===== src/logic/busPkg.sv =====
package busPkg;

    // wishbone byte address width
    localparam int ADR_W = 32;
    // data width of both bus ports
    localparam int DAT_W = 64;
    // one select bit per data byte
    localparam int SEL_W = DAT_W / 8;

    // backing RAM depth in 64-bit words
    localparam int MEM_WORDS = 256;
    // word index into the RAM starts above the byte offset
    localparam int MEM_ADR_LSB = 3;
    // so the RAM sees address bits 10 to 3
    localparam int MEM_IDX_W = $clog2(MEM_WORDS);

    // wait cycles between seeing a strobe and acknowledging it
    localparam int MEM_WAIT = 2;
    // width of the wait-state counter
    localparam int MEM_WAIT_W = $clog2(MEM_WAIT + 1);

endpackage


===== src/logic/cachePkg.sv =====
package cachePkg;

    import busPkg::*;

    // four sets, one 64-bit word per line
    localparam int NUM_SETS = 4;
    localparam int IDX_W = $clog2(NUM_SETS);

    // address layout: [31:5] tag, [4:3] index, [2:0] byte offset
    localparam int IDX_LSB = 3;
    localparam int TAG_LSB = IDX_LSB + IDX_W;
    localparam int TAG_W = ADR_W - TAG_LSB;

    // two-way set associative
    // the single victim bit per set relies on this being 2
    localparam int NUM_WAYS = 2;

    // width of the read hit and miss counters
    localparam int CNT_W = 16;

endpackage


===== src/logic/cacheArray.sv =====
module cacheArray
    import busPkg::*, cachePkg::*;
(
    input  logic             clk,
    input  logic             rst,
    // combinational lookup port
    input  logic [ADR_W-1:0] lookupAdr,
    output logic             hit,
    output logic [DAT_W-1:0] hitData,
    // refill of the victim way after a read miss
    input  logic             refillEn,
    input  logic [ADR_W-1:0] refillAdr,
    input  logic [DAT_W-1:0] refillData,
    // write-through update, only lands on a hit
    input  logic             writeEn,
    input  logic [ADR_W-1:0] writeAdr,
    input  logic [DAT_W-1:0] writeData,
    input  logic [SEL_W-1:0] writeSel
);

    // per-way storage, indexed [way][set]
    logic [TAG_W-1:0]    tagMem  [NUM_WAYS][NUM_SETS];
    logic [DAT_W-1:0]    dataMem [NUM_WAYS][NUM_SETS];
    logic [NUM_SETS-1:0] valid   [NUM_WAYS];

    // one bit per set, names the way the next refill goes to
    logic [NUM_SETS-1:0] victim;

    // address fields of the three ports
    logic [IDX_W-1:0] lookIdx;
    logic [TAG_W-1:0] lookTag;
    logic [IDX_W-1:0] refillIdx;
    logic [TAG_W-1:0] refillTag;
    logic [IDX_W-1:0] writeIdx;
    logic [TAG_W-1:0] writeTag;

    // tag match per way
    logic [NUM_WAYS-1:0] lookHit;
    logic [NUM_WAYS-1:0] writeHit;

    // way chosen for the current refill
    logic refillWay;

    assign lookIdx   = lookupAdr[IDX_LSB +: IDX_W];
    assign lookTag   = lookupAdr[TAG_LSB +: TAG_W];
    assign refillIdx = refillAdr[IDX_LSB +: IDX_W];
    assign refillTag = refillAdr[TAG_LSB +: TAG_W];
    assign writeIdx  = writeAdr[IDX_LSB +: IDX_W];
    assign writeTag  = writeAdr[TAG_LSB +: TAG_W];

    assign refillWay = victim[refillIdx];

    // compare both ways of the indexed set
    always_comb begin
        for (int w = 0; w < NUM_WAYS; w++) begin
            lookHit[w]  = valid[w][lookIdx] && (tagMem[w][lookIdx] == lookTag);
            writeHit[w] = valid[w][writeIdx] && (tagMem[w][writeIdx] == writeTag);
        end
    end

    assign hit = |lookHit;

    // matching way's word, way 0 when nothing matches
    always_comb begin
        hitData = dataMem[0][lookIdx];
        for (int w = 0; w < NUM_WAYS; w++) begin
            if (lookHit[w]) begin
                hitData = dataMem[w][lookIdx];
            end
        end
    end

    // valid and victim state
    always_ff @(posedge clk) begin
        if (rst) begin
            for (int w = 0; w < NUM_WAYS; w++) begin
                valid[w] <= '0;
            end
            victim <= '0;
        end else if (refillEn) begin
            valid[refillWay][refillIdx] <= 1'b1;
            // alternate ways on every refill of this set
            victim[refillIdx] <= ~victim[refillIdx];
        end
    end

    // tag and data storage
    always_ff @(posedge clk) begin
        if (refillEn) begin
            tagMem[refillWay][refillIdx]  <= refillTag;
            dataMem[refillWay][refillIdx] <= refillData;
        end
        // masked update of a present copy, victim bit untouched
        if (writeEn) begin
            for (int w = 0; w < NUM_WAYS; w++) begin
                for (int b = 0; b < SEL_W; b++) begin
                    if (writeHit[w] && writeSel[b]) begin
                        dataMem[w][writeIdx][8*b +: 8] <= writeData[8*b +: 8];
                    end
                end
            end
        end
    end

endmodule


===== config.mk =====
export PLATFORM = sky130hd
export DESIGN_NAME = cacheArray
export DESIGN_NICKNAME = d
export VERILOG_FILES = /design/src/logic/busPkg.sv /design/src/logic/cachePkg.sv /design/src/logic/cacheArray.sv
export SDC_FILE = /design/constraint.sdc
export NUM_CORES = 1
export LEC_CHECK = 0
export BUFFER_PORTS_ARGS = -buffer_cell sky130_fd_sc_hd__buf_2
export CORE_MARGIN = 2
export CORE_UTILIZATION = 40
export DETAILED_ROUTE_END_ITERATION = 10
export PLACE_DENSITY = 0.62
export RECOVER_POWER = 25
export SLEW_MARGIN = 5
export SYNTH_ARGS = -nofsm -noshare
export SYNTH_HDL_FRONTEND = slang
export SYNTH_SLANG_ARGS = --single-unit

===== constraint.sdc =====
create_clock -name clk -period 3.8 [get_ports clk]
set_input_delay 0.38 -clock clk [delete_from_list [all_inputs] [get_ports clk]]
set_output_delay 0.38 -clock clk [all_outputs]
set_load 0.005 [all_outputs]

==> flow_summary.json <==
{
  "wl_per_cell_um": 28.06,
  "synth_nets": 2385,
  "dp_cells": 3835,
  "layout_commonest_cell": "edfxtp_1",
  "drt-total-wl_um": 113300,
  "antenna_found_initial": 28,
  "core-area_mm2": 0.09473,
  "start_util_pct": 40.20,
  "via_per_inst": 5.685,
  "syn_to_final_growth_pct": 24.34,
  "setup_viol": 64,
  "p_sw_mw": 4.398,
  "worstPathRequired_ns": 3.42,
  "grt_setup_unrepaired": "true",
  "place_ws_ns": -0.2553,
  "synth_edf_count": 728,
  "fmax_mhz": 235.7,
  "ys_ff_latch": 740,
  "hold_depth": 2,
  "rows": 113,
  "ios": 301,
  "worstMarginPinSlew_ns": 2.495,
  "path_class": "register to output pin",
  "p_leak_nw": 16.75,
  "path_clk_slew_ns": 0.06,
  "min_from": "rst",
  "seqPwrFrac_pct": 48.2,
  "die_area_mm2": 0.09769,
  "clkLatencyLatePin_ns": 0.66,
  "multiInputGateArea_mm2": 0.01575,
  "hold_violations": 0,
  "fillers": 7890,
  "r2r_start": "tagMem[1][2]",
  "drcViolationCount": 0,
  "die_w_um": 312.6,
  "grt_max_degree": 59,
  "syn_area_mm2": 0.03808,
  "port_buffers": 291,
  "h-tree-depth": 3,
  "grt_pass1_vias": 24426,
  "ir_drop_mv": 0.4050,
  "ys_seq_area_share_pct": 58.03,
  "synth.avg_cell_area_um2": 17.72,
  "grt_overflow": 0,
  "violations": "max-capacitance violations, max-slew violations, negative setup slack",
  "postLayoutSetupSlackWorst_ns": -0.4425,
  "grt.total_usage_pct": 23.11,
  "cts_made_buffers": 84,
  "rr_endpoint": "dataMem[1][103]",
  "reg2reg_slack_ns": 0.35,
  "slew-limit-headroom_pct": -66.35,
  "powerDensity_mw_per_mm2": 402.5,
  "power.share.clock_pct": 41.7,
  "ys_warn_count": 0,
  "stdcell_count": 4038,
  "async_reset_ff_share_pct": 0,
  "ys_types": 60,
  "hold_path_end": "valid[1][0]",
  "clockRootBuffer": "clkbuf_16",
  "via_count": 22955,
  "grt_pass1_wl_um": 164300,
  "worst_setup_path_start_kind": "register",
  "die_h_um": 312.6,
  "cp_max_fo": 6,
  "gp_congestion": 0.9322,
  "cts_tree": "yes",
  "regArea_mm2": 0.02210,
  "slew_violations": 113,
  "ff2ff_path_depth": 10,
  "p_int_mw": 14.66,
  "ant_nets": 0,
  "timing.final.crit_share_pct": 111.6,
  "hpwlAfterDp_um": 78240,
  "final_core_util_pct": 49.99,
  "outcome": "complete, but fails checks",
  "cts_buffer_depth": 3,
  "critical_path_arrival_ns": 3.86,
  "drtPass1Iterations": 5,
  "drt_iter0_markers": 2052,
  "drv_cap": 4,
  "nets": 2925,
  "synthFlopType": "edfxtp_1",
  "power_mw": 19.06,
  "tns_ns": -22.98,
  "mostFrequentLayoutCells": "edfxtp_1, mux2_1, mux4_2",
  "layout-drive-gt1-share_pct": 43.58,
  "synthCells": 2149,
  "cts.sinks": 740,
  "swShare_pct": 23.07,
  "period_needed_ns": 4.242,
  "clock_skew_ns": 0.02883,
  "setup.worst_path.end_class": "output pin",
  "hold_class": "input pin to register",
  "p_comb_share_pct": 10.1
}
-- synthesized netlist by cell type (all sizes together) (11+ instances only) --
cell type | count | share of area, %
or2 | 24 | 0.39
nor2 | 18 | 0.18
nand4 | 49 | 1.3
xnor2 | 59 | 1.4
mux4 | 204 | 12
mux2 | 578 | 17
xor2 | 32 | 0.74
edfxtp | 728 | 57
o22ai | 12 | 0.20
mux2i | 77 | 2.0
clkbuf | 40 | 0.39
a21oi | 17 | 0.22
nand2 | 61 | 0.60
nand2b | 16 | 0.26
and2 | 11 | 0.18
dfxtp | 12 | 0.63
buf | 64 | 0.91
o21ai | 13 | 0.17
inv | 19 | 0.19
nor4 | 43 | 2.0
-- metrics by stage --
step                hold slack [ns]  instance area (um^2)
floorplan                    0.4303                 38080
global placement             0.4435                 43590
detailed placement           0.4552                 43590
CTS                         0.02270                 47240
global route                0.06306                 47330
finish                      0.06283                 47350
-- worst max-delay path, cell delays in order (launching register included) --
cell and delay [ns]:
edfxtp_1 0.40, mux4_2 0.49, xnor2_1 0.14, buf_4 0.15, nand4_1 0.13, nor4_4 0.39, o2111ai_2 0.20, nor4b_4 0.32
buf_6 0.22, buf_12 0.13, buf_12 0.14, mux2_4 0.34, buf_6 0.12
-- area by class of cell --
class	count	share of cell area, %
antenna	17	0.08984
clock buffer	103	4.656
clock inverter	50	0.9644
inverter	19	0.1506
multi-input combinational	1286	33.26
sequential	740	46.67
tap	1265	3.342
timing repair buffer	558	10.86
-- registers in the layout (all words and copies together) (netlist names) --
register and cells:
valid 8, dataMem 512, victim 4, tagMem 216
-- per-layer routing --
metal / vias up / wire (um) / GRT usage, % / share of wire [%]
met5: - / 160 / 0 / 0.14
met2: 834 / 55780 / 38.95 / 49
met4: 26 / 3967 / 8.177 / 3.5
met3: 249 / 8051 / 4.917 / 7.1
li1: 9987 / - / - / -
met1: 11859 / 45370 / 29.52 / 40
-- power by group through the flow --
stage | clock network [mW] | logic [mW] | registers (mW)
6_report | 7.95 | 1.93 | 9.18
3_5_place_dp | 0 | 1.81 | 9.35
2_1_floorplan | 0 | 0.971 | 9.34
5_1_grt | 8.38 | 2.06 | 9.19
3_3_place_gp | 0 | 1.76 | 9.34
4_1_cts | 8.09 | 1.92 | 9.18
-- how the worst max path moves through the flow --
stage | start | to | slack [ns] | cells after the start
after detailed placement | lookupAdr[3] | hitData[24] | -0.26 | 12
final | tagMem[1][8] | hitData[24] | -0.44 | 12
after global placement | lookupAdr[3] | hitData[24] | -0.28 | 12
after global routing | tagMem[1][8] | hitData[24] | -0.53 | 12
after floorplan | refillAdr[4] | dataMem[1][136] | 0.09 | 3
after CTS | tagMem[1][8] | hitData[24] | -0.47 | 12
-- kinds of logic (layout without fill, tap and decap cells) --
group / count (synthesis) / after routing / share of synthesized area [%]
mux: 859 / 859 / 31.41
compound gates: 87 / 87 / 1.580
buf+inv: 123 / 730 / 1.491
flops: 740 / 740 / 58.03
other cells: 0 / 17 / 0
simple gates: 249 / 249 / 5.388
xor+xnor: 91 / 91 / 2.093
-- what timing repair did --
action                     in CTS  in global routing
gates resized for setup       113                 43
setup endpoints to repair      65                 65
hold buffers                   26                  0
setup buffers                   8                  6
hold endpoints to repair      208                  0
pin swaps                       5                  2
cloned                          4                  0
(Power assumes the default switching activity.)
