[config.mk]
export PLATFORM = sky130hd
export DESIGN_NAME = cacheController
export DESIGN_NICKNAME = d
export VERILOG_FILES = /design/src/logic/busPkg.sv /design/src/logic/cachePkg.sv /design/src/logic/cacheController.sv
export SDC_FILE = /design/constraint.sdc
export NUM_CORES = 1
export LEC_CHECK = 0
export BUFFER_PORTS_ARGS = -buffer_cell sky130_fd_sc_hd__buf_2
export CELL_PAD_IN_SITES_DETAIL_PLACEMENT = 0
export CELL_PAD_IN_SITES_GLOBAL_PLACEMENT = 1
export CORE_AREA = 2 2 262 264
export CTS_CLUSTER_DIAMETER = 40
export DETAILED_ROUTE_END_ITERATION = 10
export DIE_AREA = 0 0 264 266
export PLACE_DENSITY_LB_ADDON = 0.08
export REMOVE_ABC_BUFFERS = 1
export SLEW_MARGIN = 20
export SYNTH_ARGS = -nofsm -noshare
export SYNTH_HDL_FRONTEND = slang
export SYNTH_SLANG_ARGS = --single-unit
export TNS_END_PERCENT = 30
[constraint.sdc]
create_clock -name clk -period 4.1 [get_ports clk]
set_input_delay 0.205 -clock clk [delete_from_list [all_inputs] [get_ports clk]]
set_output_delay 0.205 -clock clk [all_outputs]
set_load 0.05 [all_outputs]
[src/logic/busPkg.sv]
package busPkg;

    // wishbone byte address width
    localparam int ADR_W = 32;
    // data width of both bus ports
    localparam int DAT_W = 64;
    // one select bit per data byte
    localparam int SEL_W = DAT_W / 8;

    // backing RAM depth in 64-bit words
    localparam int MEM_WORDS = 256;
    // word index into the RAM starts above the byte offset
    localparam int MEM_ADR_LSB = 3;
    // so the RAM sees address bits 10 to 3
    localparam int MEM_IDX_W = $clog2(MEM_WORDS);

    // wait cycles between seeing a strobe and acknowledging it
    localparam int MEM_WAIT = 2;
    // width of the wait-state counter
    localparam int MEM_WAIT_W = $clog2(MEM_WAIT + 1);

endpackage

[src/logic/cachePkg.sv]
package cachePkg;

    import busPkg::*;

    // four sets, one 64-bit word per line
    localparam int NUM_SETS = 4;
    localparam int IDX_W = $clog2(NUM_SETS);

    // address layout: [31:5] tag, [4:3] index, [2:0] byte offset
    localparam int IDX_LSB = 3;
    localparam int TAG_LSB = IDX_LSB + IDX_W;
    localparam int TAG_W = ADR_W - TAG_LSB;

    // two-way set associative
    // the single victim bit per set relies on this being 2
    localparam int NUM_WAYS = 2;

    // width of the read hit and miss counters
    localparam int CNT_W = 16;

endpackage

[src/logic/cacheController.sv]
module cacheController
    import busPkg::*, cachePkg::*;
(
    input  logic             clk,
    input  logic             rst,
    // cpu side, wishbone classic slave
    input  logic             cpuCyc,
    input  logic             cpuStb,
    input  logic             cpuWe,
    input  logic [ADR_W-1:0] cpuAdr,
    input  logic [DAT_W-1:0] cpuDatW,
    input  logic [SEL_W-1:0] cpuSel,
    output logic             cpuAck,
    output logic [DAT_W-1:0] cpuDatR,
    // memory side, wishbone classic master
    output logic             memCyc,
    output logic             memStb,
    output logic             memWe,
    output logic [ADR_W-1:0] memAdr,
    output logic [DAT_W-1:0] memDatW,
    output logic [SEL_W-1:0] memSel,
    input  logic             memAck,
    input  logic [DAT_W-1:0] memDatR,
    // cache array port
    output logic [ADR_W-1:0] lookupAdr,
    input  logic             hit,
    input  logic [DAT_W-1:0] hitData,
    output logic             refillEn,
    output logic [ADR_W-1:0] refillAdr,
    output logic [DAT_W-1:0] refillData,
    output logic             writeEn,
    output logic [ADR_W-1:0] writeAdr,
    output logic [DAT_W-1:0] writeData,
    output logic [SEL_W-1:0] writeSel,
    // performance counters
    output logic [CNT_W-1:0] hitCount,
    output logic [CNT_W-1:0] missCount
);

    typedef enum logic [1:0] {
        stateIdle,
        stateMem,
        stateResp
    } stateT;

    stateT state;

    // request accepted this edge
    logic newReq;

    // latched cpu request, held for the whole memory cycle
    logic             reqWe;
    logic [ADR_W-1:0] reqAdr;
    logic [DAT_W-1:0] reqDatW;
    logic [SEL_W-1:0] reqSel;

    assign newReq = (state == stateIdle) && cpuCyc && cpuStb;

    // lookup runs straight off the cpu address while idle
    assign lookupAdr = cpuAdr;

    // memory request comes from the latched copy, stable through wait states
    assign memWe   = reqWe;
    assign memAdr  = reqAdr;
    assign memDatW = reqDatW;
    assign memSel  = reqSel;

    // refill uses the word already captured for the cpu response
    assign refillAdr  = reqAdr;
    assign refillData = cpuDatR;

    // write update mirrors what went to memory
    assign writeAdr  = reqAdr;
    assign writeData = reqDatW;
    assign writeSel  = reqSel;

    // control FSM and counters
    always_ff @(posedge clk) begin
        if (rst) begin
            state     <= stateIdle;
            cpuAck    <= 1'b0;
            memCyc    <= 1'b0;
            memStb    <= 1'b0;
            refillEn  <= 1'b0;
            writeEn   <= 1'b0;
            hitCount  <= '0;
            missCount <= '0;
        end else begin
            // single-cycle pulses by default
            cpuAck   <= 1'b0;
            refillEn <= 1'b0;
            writeEn  <= 1'b0;
            case (state)
                stateIdle: begin
                    if (newReq) begin
                        if (!cpuWe && hit) begin
                            // read hit answers next cycle
                            cpuAck   <= 1'b1;
                            hitCount <= hitCount + 1'b1;
                            state    <= stateResp;
                        end else begin
                            // read miss or write-through goes to memory
                            memCyc <= 1'b1;
                            memStb <= 1'b1;
                            state  <= stateMem;
                            if (!cpuWe) begin
                                missCount <= missCount + 1'b1;
                            end
                        end
                    end
                end
                stateMem: begin
                    if (memAck) begin
                        memCyc   <= 1'b0;
                        memStb   <= 1'b0;
                        cpuAck   <= 1'b1;
                        // array update lands on the cpu ack edge
                        refillEn <= !reqWe;
                        writeEn  <= reqWe;
                        state    <= stateResp;
                    end
                end
                stateResp: begin
                    // ack cycle, master moves on at this edge
                    state <= stateIdle;
                end
                default: begin
                    state <= stateIdle;
                end
            endcase
        end
    end

    // request and response payload
    always_ff @(posedge clk) begin
        if (newReq) begin
            reqWe   <= cpuWe;
            reqAdr  <= cpuAdr;
            reqDatW <= cpuDatW;
            reqSel  <= cpuSel;
        end
        if (newReq && hit) begin
            cpuDatR <= hitData;
        end else if ((state == stateMem) && memAck) begin
            cpuDatR <= memDatR;
        end
    end

endmodule

==> impl_metrics.ini, run 1 <==
[clock_network]
cts_made_buffers = 53
cts.clk_slew.worst_paths_ns = 0.04
clockRootBuffer = clkbuf_16
clock_latency_ns = 0.57
post_cts_buffers = 0
cts-resized-gates = 0
cts_tree = yes
ctsHtreeMaxLevel = 2
clock_sinks = 207
clock_path_buffers = 3

[route]
firstDrtPassIters = 4
num_vias = 7951
drtAntennaViolNets = 0
routed_wl_um = 51600
post-route-drc-count = 0
wl_per_cell_um = 22.3
vias_per_cell = 3.43
drt_iter0_drc = 352

[synth]
syn_avg_cell_area_um2 = 13.9
ys_ff_latch = 207
ys_seq_area_frac = 0.630
async_flop_share = 0
synthDistinctLibCells = 33
synth_area_um2 = 9270
ys.flop_type = edfxtp_1
postSynthCellCount = 668
synth_edf_count = 169
yosysWarnings = 0

[pwr]
static-leakage-power_nw = 6.94
p_seq_frac = 0.313
p_clk_frac = 0.518
ir_worst_vdd_mv = 0.273
p_comb_frac = 0.169
p_sw_frac = 0.296
internal-power_mw = 5.55
power.density_nw_per_um2 = 490
p_switching_mw = 2.33

[timing]
finalWorstSetupSlack_ns = 1.12
finalSetupViolations = 0
tightest_slew_ns = 0.845
slew-limit-headroom = 0.437
clock_skew_ns = 0.0135
whs_ns = 0.219
rsz0062_at_grt = false
max_freq_mhz = 335
post-route-min-period_ns = 2.98
finalHoldViolations = 0
finalCritPeriodShare = 0.727
fin_setup_tns_ns = 0
maxSlewViolCount = 0

[global_routing]
grt_pass1_wl_um = 67500
grt_pass1_vias = 8143
grt_antenna_before_repair = 5
grt_max_degree = 110
overflow = 0
grt_use_total = 0.138

[setup_path]
endpoint_kind = flip-flop
cp-start-kind = flip-flop
critPathKind = flip-flop to flip-flop
critPathMaxFanout = 34
cp.required_ns = 4.41
cp.arrival_ns = 3.30

[placement]
dp.cells = 1980
hpwlAfterDp_um = 41900
gp_congestion = 0.848
postPlaceCellArea_um2 = 12000
place_ws_ns = 1.57
port_buffers = 676

[die]
initial_utilization = 0.137
ios = 677
die_x_um = 264
die_h_um = 266
core_area_um2 = 67700
dieArea_um2 = 70200
rows = 96

[cells_and_area]
fin_area_um2 = 16100
nets = 1628
drive_above_1_share = 0.583
area_growth_pct = 73.7
final_cells = 2315

[hold_path]
hold_path_class = primary input to flip-flop

[run_status]
outcome = completed

[flow_run]
maxCapViolCount = 0
## flip-flops by register name, summed over array words and instances, names as in the netlist
signal	flops
memSel	8
memStb	1
missCount	16
hitCount	16
memAdr	32
state	2
writeEn	1
cpuDatR	64
refillEn	1
memWe	1
cpuAck	1
memDatW	64
## metrics by stage
step,power (mW),utilization
global placement,3.65,0.177
global route,8.20,0.238
finish,7.89,0.238
CTS,8.05,0.237
detailed placement,3.64,0.177
floorplan,3.15,-
## cell usage after synthesis, drive strengths merged (3+ instances only)
library cell | count | area [um2]
mux2 | 64 | 721
and3 | 3 | 18.8
or3 | 10 | 62.6
xnor2 | 5 | 43.8
nor4 | 3 | 18.8
nor2 | 16 | 60.1
inv | 6 | 22.5
o21ai | 9 | 45.0
nand4 | 7 | 43.8
edfxtp | 169 | 5070
or4 | 9 | 67.6
buf | 242 | 1790
nand2 | 14 | 52.6
xor2 | 9 | 78.8
nand3 | 10 | 50.1
clkbuf | 8 | 30.0
dfxtp | 38 | 761
o31ai | 7 | 52.6
a21oi | 18 | 90.1
## routing by layer
layer | GRT usage | wire length, um | vias up
met2 | 0.248 | 26700 | 339
met3 | 0.0414 | 3420 | 76
met4 | 0.0550 | 1840 | 2
met5 | 0 | 16 | -
met1 | 0.152 | 19600 | 3917
li1 | - | - | 3617
## critical path, stage by stage, from the launching register on
cell and delay [ns]:
dfxtp_1 0.37, nand4bb_1 0.42, inv_4 0.14, nand2_4 0.44
buf_4 0.39, mux2_2 0.37, dlygate4sd3_1 0.55
## power by group through the flow
| stage | combinational, mW | clock (mW) | sequential, mW |
|---|---|---|---|
| after floorplan | 0.0954 | 0 | 3.06 |
| after global placement | 1.14 | 0 | 2.51 |
| after detailed placement | 1.13 | 0 | 2.51 |
| after CTS | 1.35 | 4.23 | 2.47 |
| after global routing | 1.38 | 4.34 | 2.47 |
| final | 1.33 | 4.09 | 2.47 |
## cell type report
class,instances,area [um2]
fill,7394,51600
timing repair buffer,914,5780
inverter,6,25.0
clock inverter,38,378
multi-input combinational,205,1600
sequential,207,5840
clock buffer,59,1370
tap,882,1100
antenna,4,10.0
## cells in the final DEF, fill, tap and decap left out, drive strengths merged, types with 14 or more instances in the layout
cell and n:
dlygate4sd3 234, mux2 64, clkinv 25, a21oi 18, buf 680, dfxtp 38
clkbuf 59, nand2 14, nor2 16, edfxtp 169
## logic make-up (layout without fill, tap and decap cells)
family                     after synthesis  after routing  synth area share
xor gates and xnor gates                14             14            0.0132
buffers and inverters                  256           1017             0.199
muxes                                   66             66            0.0799
and+or+nand+nor                         87             87            0.0533
other                                    0              4                 0
AOI/OAI and AO/OA                       36             36            0.0219
DFF                                    207            207             0.630
adders and majority gates                2              2           0.00270
## what timing repair did
action,4_1_cts,5_1_grt
endpoints found under the setup margin,0,0
hold buffers,234,0
hold endpoints to repair,172,0
## final timing paths
| check | slack, ns | depth (start not counted) | to | start |
|---|---|---|---|---|
| worst min register to register | 0.47 | 1 | refillEn | memWe |
| worst min-delay path | 0.22 | 4 | hitCount[2] | hit |
| worst max register to register | 1.12 | 6 | cpuDatR[37] | state[1] |
| worst max-delay path | 1.12 | 6 | cpuDatR[37] | state[1] |
(Power assumes the default switching activity.)
==> run 2, diff against run 1 <==
Settings changed: CORE_AREA 2 2 262 264 to 2 2 260 262, DIE_AREA 0 0 264 266 to 0 0 262 264.
Clock period 4.1 ns to 2.48 ns, I/O delays scaled along.
==> run 2 against run 1 <==
  * Clock power is 77% higher
  * Sequential share of layout area is 0.37 points lower
  * Clock skew is 0.023 ns higher
  * Utilization is 0.67 points higher
  * Sequential power is 65% higher
  * Final cell count stayed put
  * Count of clock-buffer cells in the layout is 8 higher
  * Wire length is 1.5% lower
  * Largest power group unchanged
  * Flip-flop and latch count stayed put
  * Critical path type unchanged
==> impl_metrics.ini, run 2 (same netlist as run 1, synthesis figures left out) <==
[run_status]
outcome = completed

[die]
rows = 95
die_h_um = 264
die_x_um = 262
dieArea_um2 = 69200
core_area_um2 = 66600
initial_utilization = 0.139
ios = 677

[route]
firstDrtPassIters = 5
drtAntennaViolNets = 0
routed_wl_um = 50800
num_vias = 7838
drt_iter0_drc = 338
vias_per_cell = 3.39
wl_per_cell_um = 21.9
post-route-drc-count = 0

[cells_and_area]
drive_above_1_share = 0.582
final_cells = 2315
layout_commonest_cell = buf_2
final_cell_mix = 676 x buf_2, 234 x dlygate4sd3_1, 169 x edfxtp_1, 64 x mux2_2, 58 x clkbuf_16
nets = 1636
utilization = 0.244
fin_area_um2 = 16300
nFillCells = 7276
area_growth_pct = 75.5

[timing]
finalSetupViolations = 0
slew-limit-headroom = 0.437
maxSlewViolCount = 0
clock_skew_ns = 0.0360
tightest_slew_ns = 0.844
finalHoldViolations = 0
whs_ns = 0.0909
post-route-min-period_ns = 2.06
rsz0062_at_grt = false
max_freq_mhz = 485
finalWorstSetupSlack_ns = 0.417
finalCritPeriodShare = 0.832
fin_setup_tns_ns = 0

[pwr]
p_comb_frac = 0.162
p_total_mw = 13.5
internal-power_mw = 9.55
ir_worst_vdd_mv = 0.511
p_seq_frac = 0.303
p_switching_mw = 3.93
power.density_nw_per_um2 = 829
p_clk_frac = 0.535
p_sw_frac = 0.292
static-leakage-power_nw = 7.03

[clock_network]
clockRootBuffer = clkbuf_16
cts-resized-gates = 0
cts_made_buffers = 57
cts.clk_slew.worst_paths_ns = 0.04
clock_sinks = 207
clock_path_buffers = 3
clock_latency_ns = 0.58
ctsHtreeMaxLevel = 2
cts_tree = yes

[setup_path]
critPathTopFamily = simple AND/OR/NAND/NOR gates
critPathKind = flip-flop to flip-flop
crit_buf_inv = 1
critPathMaxFanout = 7
worstPathCellList = nand4bb_1 > or4_1 > buf_4 > or3_1 > a21oi_1
cp.required_ns = 2.96
cp-start-kind = flip-flop
cpMaxStageDelayCell = or4_1
max_stage_delay_ns = 0.63
reg2reg_slack_ns = 0.42
endpoint_kind = flip-flop
cp.arrival_ns = 2.54

[flow_run]
maxCapViolCount = 0

[placement]
hpwlAfterDp_um = 41500
postPlaceCellArea_um2 = 12000
dp.cells = 1975
place_ws_ns = 0.425
port_buffers = 676
gp_congestion = 0.809

[global_routing]
grt_pass1_wl_um = 66000
grt_pass1_vias = 8176
overflow = 0
grt_antenna_before_repair = 3
grt_max_degree = 86
grt_use_total = 0.138

[hold_path]
hold_path_class = primary input to flip-flop
-- run 2: power by group through the flow --
stage	Combinational, mW	Sequential, mW	Clock (mW)
detailed placement	1.87	4.15	0
floorplan	0.158	5.06	0
global placement	1.88	4.15	0
global route	2.28	4.09	7.61
CTS	2.22	4.09	7.43
finish	2.18	4.08	7.22
-- run 2: final cells by class --
cell class	instances	area, um2	area share
clock buffer	67	1490	0.0913
sequential	207	5840	0.359
timing repair buffer	918	5840	0.359
inverter	6	25.0	0.00154
multi-input combinational	205	1590	0.0978
tap	873	1090	0.0672
clock inverter	36	390	0.0240
antenna	3	7.51	0.000462
-- run 2: routing by layer --
| metal | track usage | vias to the layer above | wire (um) |
|---|---|---|---|
| met2 | 0.245 | 349 | 26000 |
| met4 | 0.0512 | 2 | 1580 |
| met1 | 0.151 | 3782 | 19100 |
| met5 | 0 | - | 12 |
| met3 | 0.0481 | 73 | 4080 |
| li1 | - | 3632 | - |
-- run 2: tightest hold or removal path, delay by kind of cell --
family | cells | cell delay [ns]
AOI/OAI and AO/OA | 1 | 0.05
buffers and inverters | 1 | 0.16
and+or+nand+nor | 2 | 0.28
-- run 2: final timing paths --
path | start | endpoint | cells past startpoint
setup / recovery | state[0] | hitCount[13] | 5
hold / removal | hit | hitCount[2] | 4
setup reg to reg | state[0] | hitCount[13] | 5
hold reg to reg | memWe | refillEn | 1
-- run 2: timing repair --
item	in CTS	in global routing
hold buffers	234	0
buffers inserted	0	0
setup endpoints to repair	0	0
endpoints found under the hold margin	174	0
==> run 3, diff against run 2 <==
Settings changed: ABC_AREA set to 1, CORE_AREA 2 2 260 262 to 2 2 263 265, DIE_AREA 0 0 262 264 to 0 0 265 267.
Clock period 2.48 ns to 2.1 ns, I/O delays scaled along.
==> run 3 against run 2 <==
  * Total power is 33% higher
  * Global-route usage grew 1.1 points
  * Largest cell class is now non-clock buffers
  * Critical path type unchanged
  * Register-to-register slack better by 0.03 ns
  * Highest routed layer unchanged
  * Largest power group unchanged
  * Count of clock-buffer cells in the layout rose by 15
==> impl_metrics.ini, run 3 <==
[setup_path]
critPathTopFamily = buffers and inverters
endpoint_kind = flip-flop
worstPathCellList = nor2_2 > nand2_1 > inv_6 > nand2_1 > a21oi_1 > dlygate4sd3_1
critPathKind = flip-flop to flip-flop
cp-start-kind = flip-flop
r2r_start = state[0]
rr_endpoint = state[0]
r2r_cells = 6
max_stage_delay_ns = 0.57
cp.required_ns = 2.61
cpMaxStageDelayCell = dlygate4sd3_1
cpMostUsedCell = nand2_1
reg2reg_slack_ns = 0.45
cp.arrival_ns = 2.16
critPathMaxFanout = 10
crit_buf_inv = 2

[clock_network]
clock_latency_ns = 0.57
cts.clk_slew.worst_paths_ns = 0.04
holdBufCountCts = 236
cts_made_buffers = 66
clock_path_buffers = 3
cts-resized-gates = 0
ctsHtreeMaxLevel = 3
clockRootBuffer = clkbuf_16
cts_tree = yes
post_cts_buffers = 0
clock_sinks = 207

[run_status]
outcome = completed

[cells_and_area]
layout_commonest_cell = buf_2
utilization = 0.251
nets = 1874
drive_above_1_share = 0.479
nFillCells = 7468
fin_area_um2 = 17100
area_growth_pct = 78.3
final_cells = 2571
final_cell_mix = 676 x buf_2, 236 x dlygate4sd3_1, 201 x nand2_1, 169 x edfxtp_1, 84 x nand3_1

[global_routing]
use_met3 = 0.0769
overflow = 0
met2_usage = 0.252
grt_pass1_vias = 9374
grt_max_degree = 77
grt_util_met1 = 0.158
grt_busiest_layer = met2
grt_antenna_before_repair = 11
grt_use_total = 0.149
grt_pass1_wl_um = 73200

[die]
die_h_um = 267
rows = 96
dieArea_um2 = 70800
die_x_um = 265
initial_utilization = 0.141
core_area_um2 = 68000
ios = 677

[synth]
synthDistinctLibCells = 25
synth_edf_count = 169
postSynthCellCount = 898
yosysWarnings = 0
synth_top_cells_by_count = 235 x buf_4, 203 x nand2_1, 169 x edfxtp_1
ys_top_cells_by_area = edfxtp_1 53%, buf_4 18%, nand2_1 8.0%
ys_ff_latch = 207
async_flop_share = 0
synth_largest_area_cell = edfxtp_1
yosys.cell_count.top_type = buf_4
ys.flop_type = edfxtp_1
yosys.area.top_type_share = 0.530
syn_avg_cell_area_um2 = 10.7
ys_seq_area_frac = 0.609
synth_area_um2 = 9580

[hold_path]
min_path_cells = 3
holdCritStartpoint = hit
worstHoldEndpoint = cpuDatR[47]
hold_path_class = primary input to flip-flop

[route]
drtAntennaViolNets = 0
wl_per_cell_um = 21.5
routed_wl_um = 55200
vias_per_cell = 3.52
drt_iter0_drc = 543
post-route-drc-count = 0
num_vias = 9050
firstDrtPassIters = 4

[placement]
port_buffers = 676
hpwlAfterDp_um = 44100
place_ws_ns = 0.425
gp_congestion = 0.793
postPlaceCellArea_um2 = 12400
dp.cells = 2211

[timing]
finalWorstSetupSlack_ns = 0.449
max_freq_mhz = 606
fin_setup_tns_ns = 0
slew-limit-headroom = 0.460
finalSetupViolations = 0
rsz0062_at_grt = false
finalCritPeriodShare = 0.786
finalHoldViolations = 0
maxSlewViolCount = 0
tightest_slew_ns = 0.809
clock_skew_ns = 0.0137
post-route-min-period_ns = 1.65
whs_ns = 0.0798

[pwr]
power.density_nw_per_um2 = 1050
ir_worst_vdd_mv = 0.373
static-leakage-power_nw = 7.83
p_total_mw = 17.9

[flow_run]
maxCapViolCount = 0
## run 3: cell types whose count changed after synthesis, moves of 5 or more
cell	delta
nand2_1	+189
nand3_1	+74
mux2_2	-64
nor2_1	+38
inv_1	+27
or3_1	-10
or4_1	-9
nor3_1	+7
o31ai_1	-7
xor2_1	-7
a21oi_1	+6
nand4_1	-5
xnor2_1	-5
## run 3: metal layers
| layer | vias to the layer above | wire length [um] |
|---|---|---|
| met5 | - | 27 |
| met4 | 4 | 1580 |
| met3 | 79 | 6110 |
| met2 | 411 | 27100 |
| met1 | 4292 | 20400 |
| li1 | 4264 | - |
## run 3: cells by family (layout without fill, tap and decap cells)
group                    Yosys count  in the layout  share of synthesized area
buffers and inverters            293           1077                      0.209
XOR/XNOR                           2              2                    0.00183
flip-flops                       207            207                      0.609
AND/OR/NAND/NOR                  365            365                      0.162
other                              0              7                          0
AO/OA/AOI/OAI                     29             29                     0.0152
adder cells (fa/ha/maj)            2              2                    0.00261
## run 3: how the worst max path moves through the flow
stage | slack (ns) | start | cells past startpoint | end
final | 0.45 | state[0] | 6 | state[0]
after global placement | 0.46 | state[0] | 6 | cpuDatR[35]
after CTS | 0.42 | state[0] | 6 | cpuDatR[62]
after global routing | 0.30 | state[0] | 6 | cpuDatR[17]
after floorplan | -3.93 | state[1] | 5 | cpuDatR[0]
after detailed placement | 0.42 | state[1] | 6 | cpuDatR[62]
## run 3: area by class of cell
type                    instances  area, um2  share of cell area
clock buffers                  82       1810               0.106
diodes                          7       17.5             0.00103
clock inverters                35        499              0.0292
repair buffers                925       5920               0.347
multi-input cells             398       1750               0.103
flip-flops and latches        207       5840               0.342
well taps                     882       1100              0.0646
inverters                      35        136             0.00799
## run 3: where the power goes
part           internal (mW)  leakage (nW)  switching (mW)  total [mW]
logic                  0.764          4.83            1.93        2.70
registers               4.68          1.88           0.137        4.81
clock network           7.42          1.13            3.00        10.4
## run 3: tightest hold or removal path, cell delays in order
cell     delay [ns]
buf_2          0.19
nand3_1        0.12
nand2_1        0.05
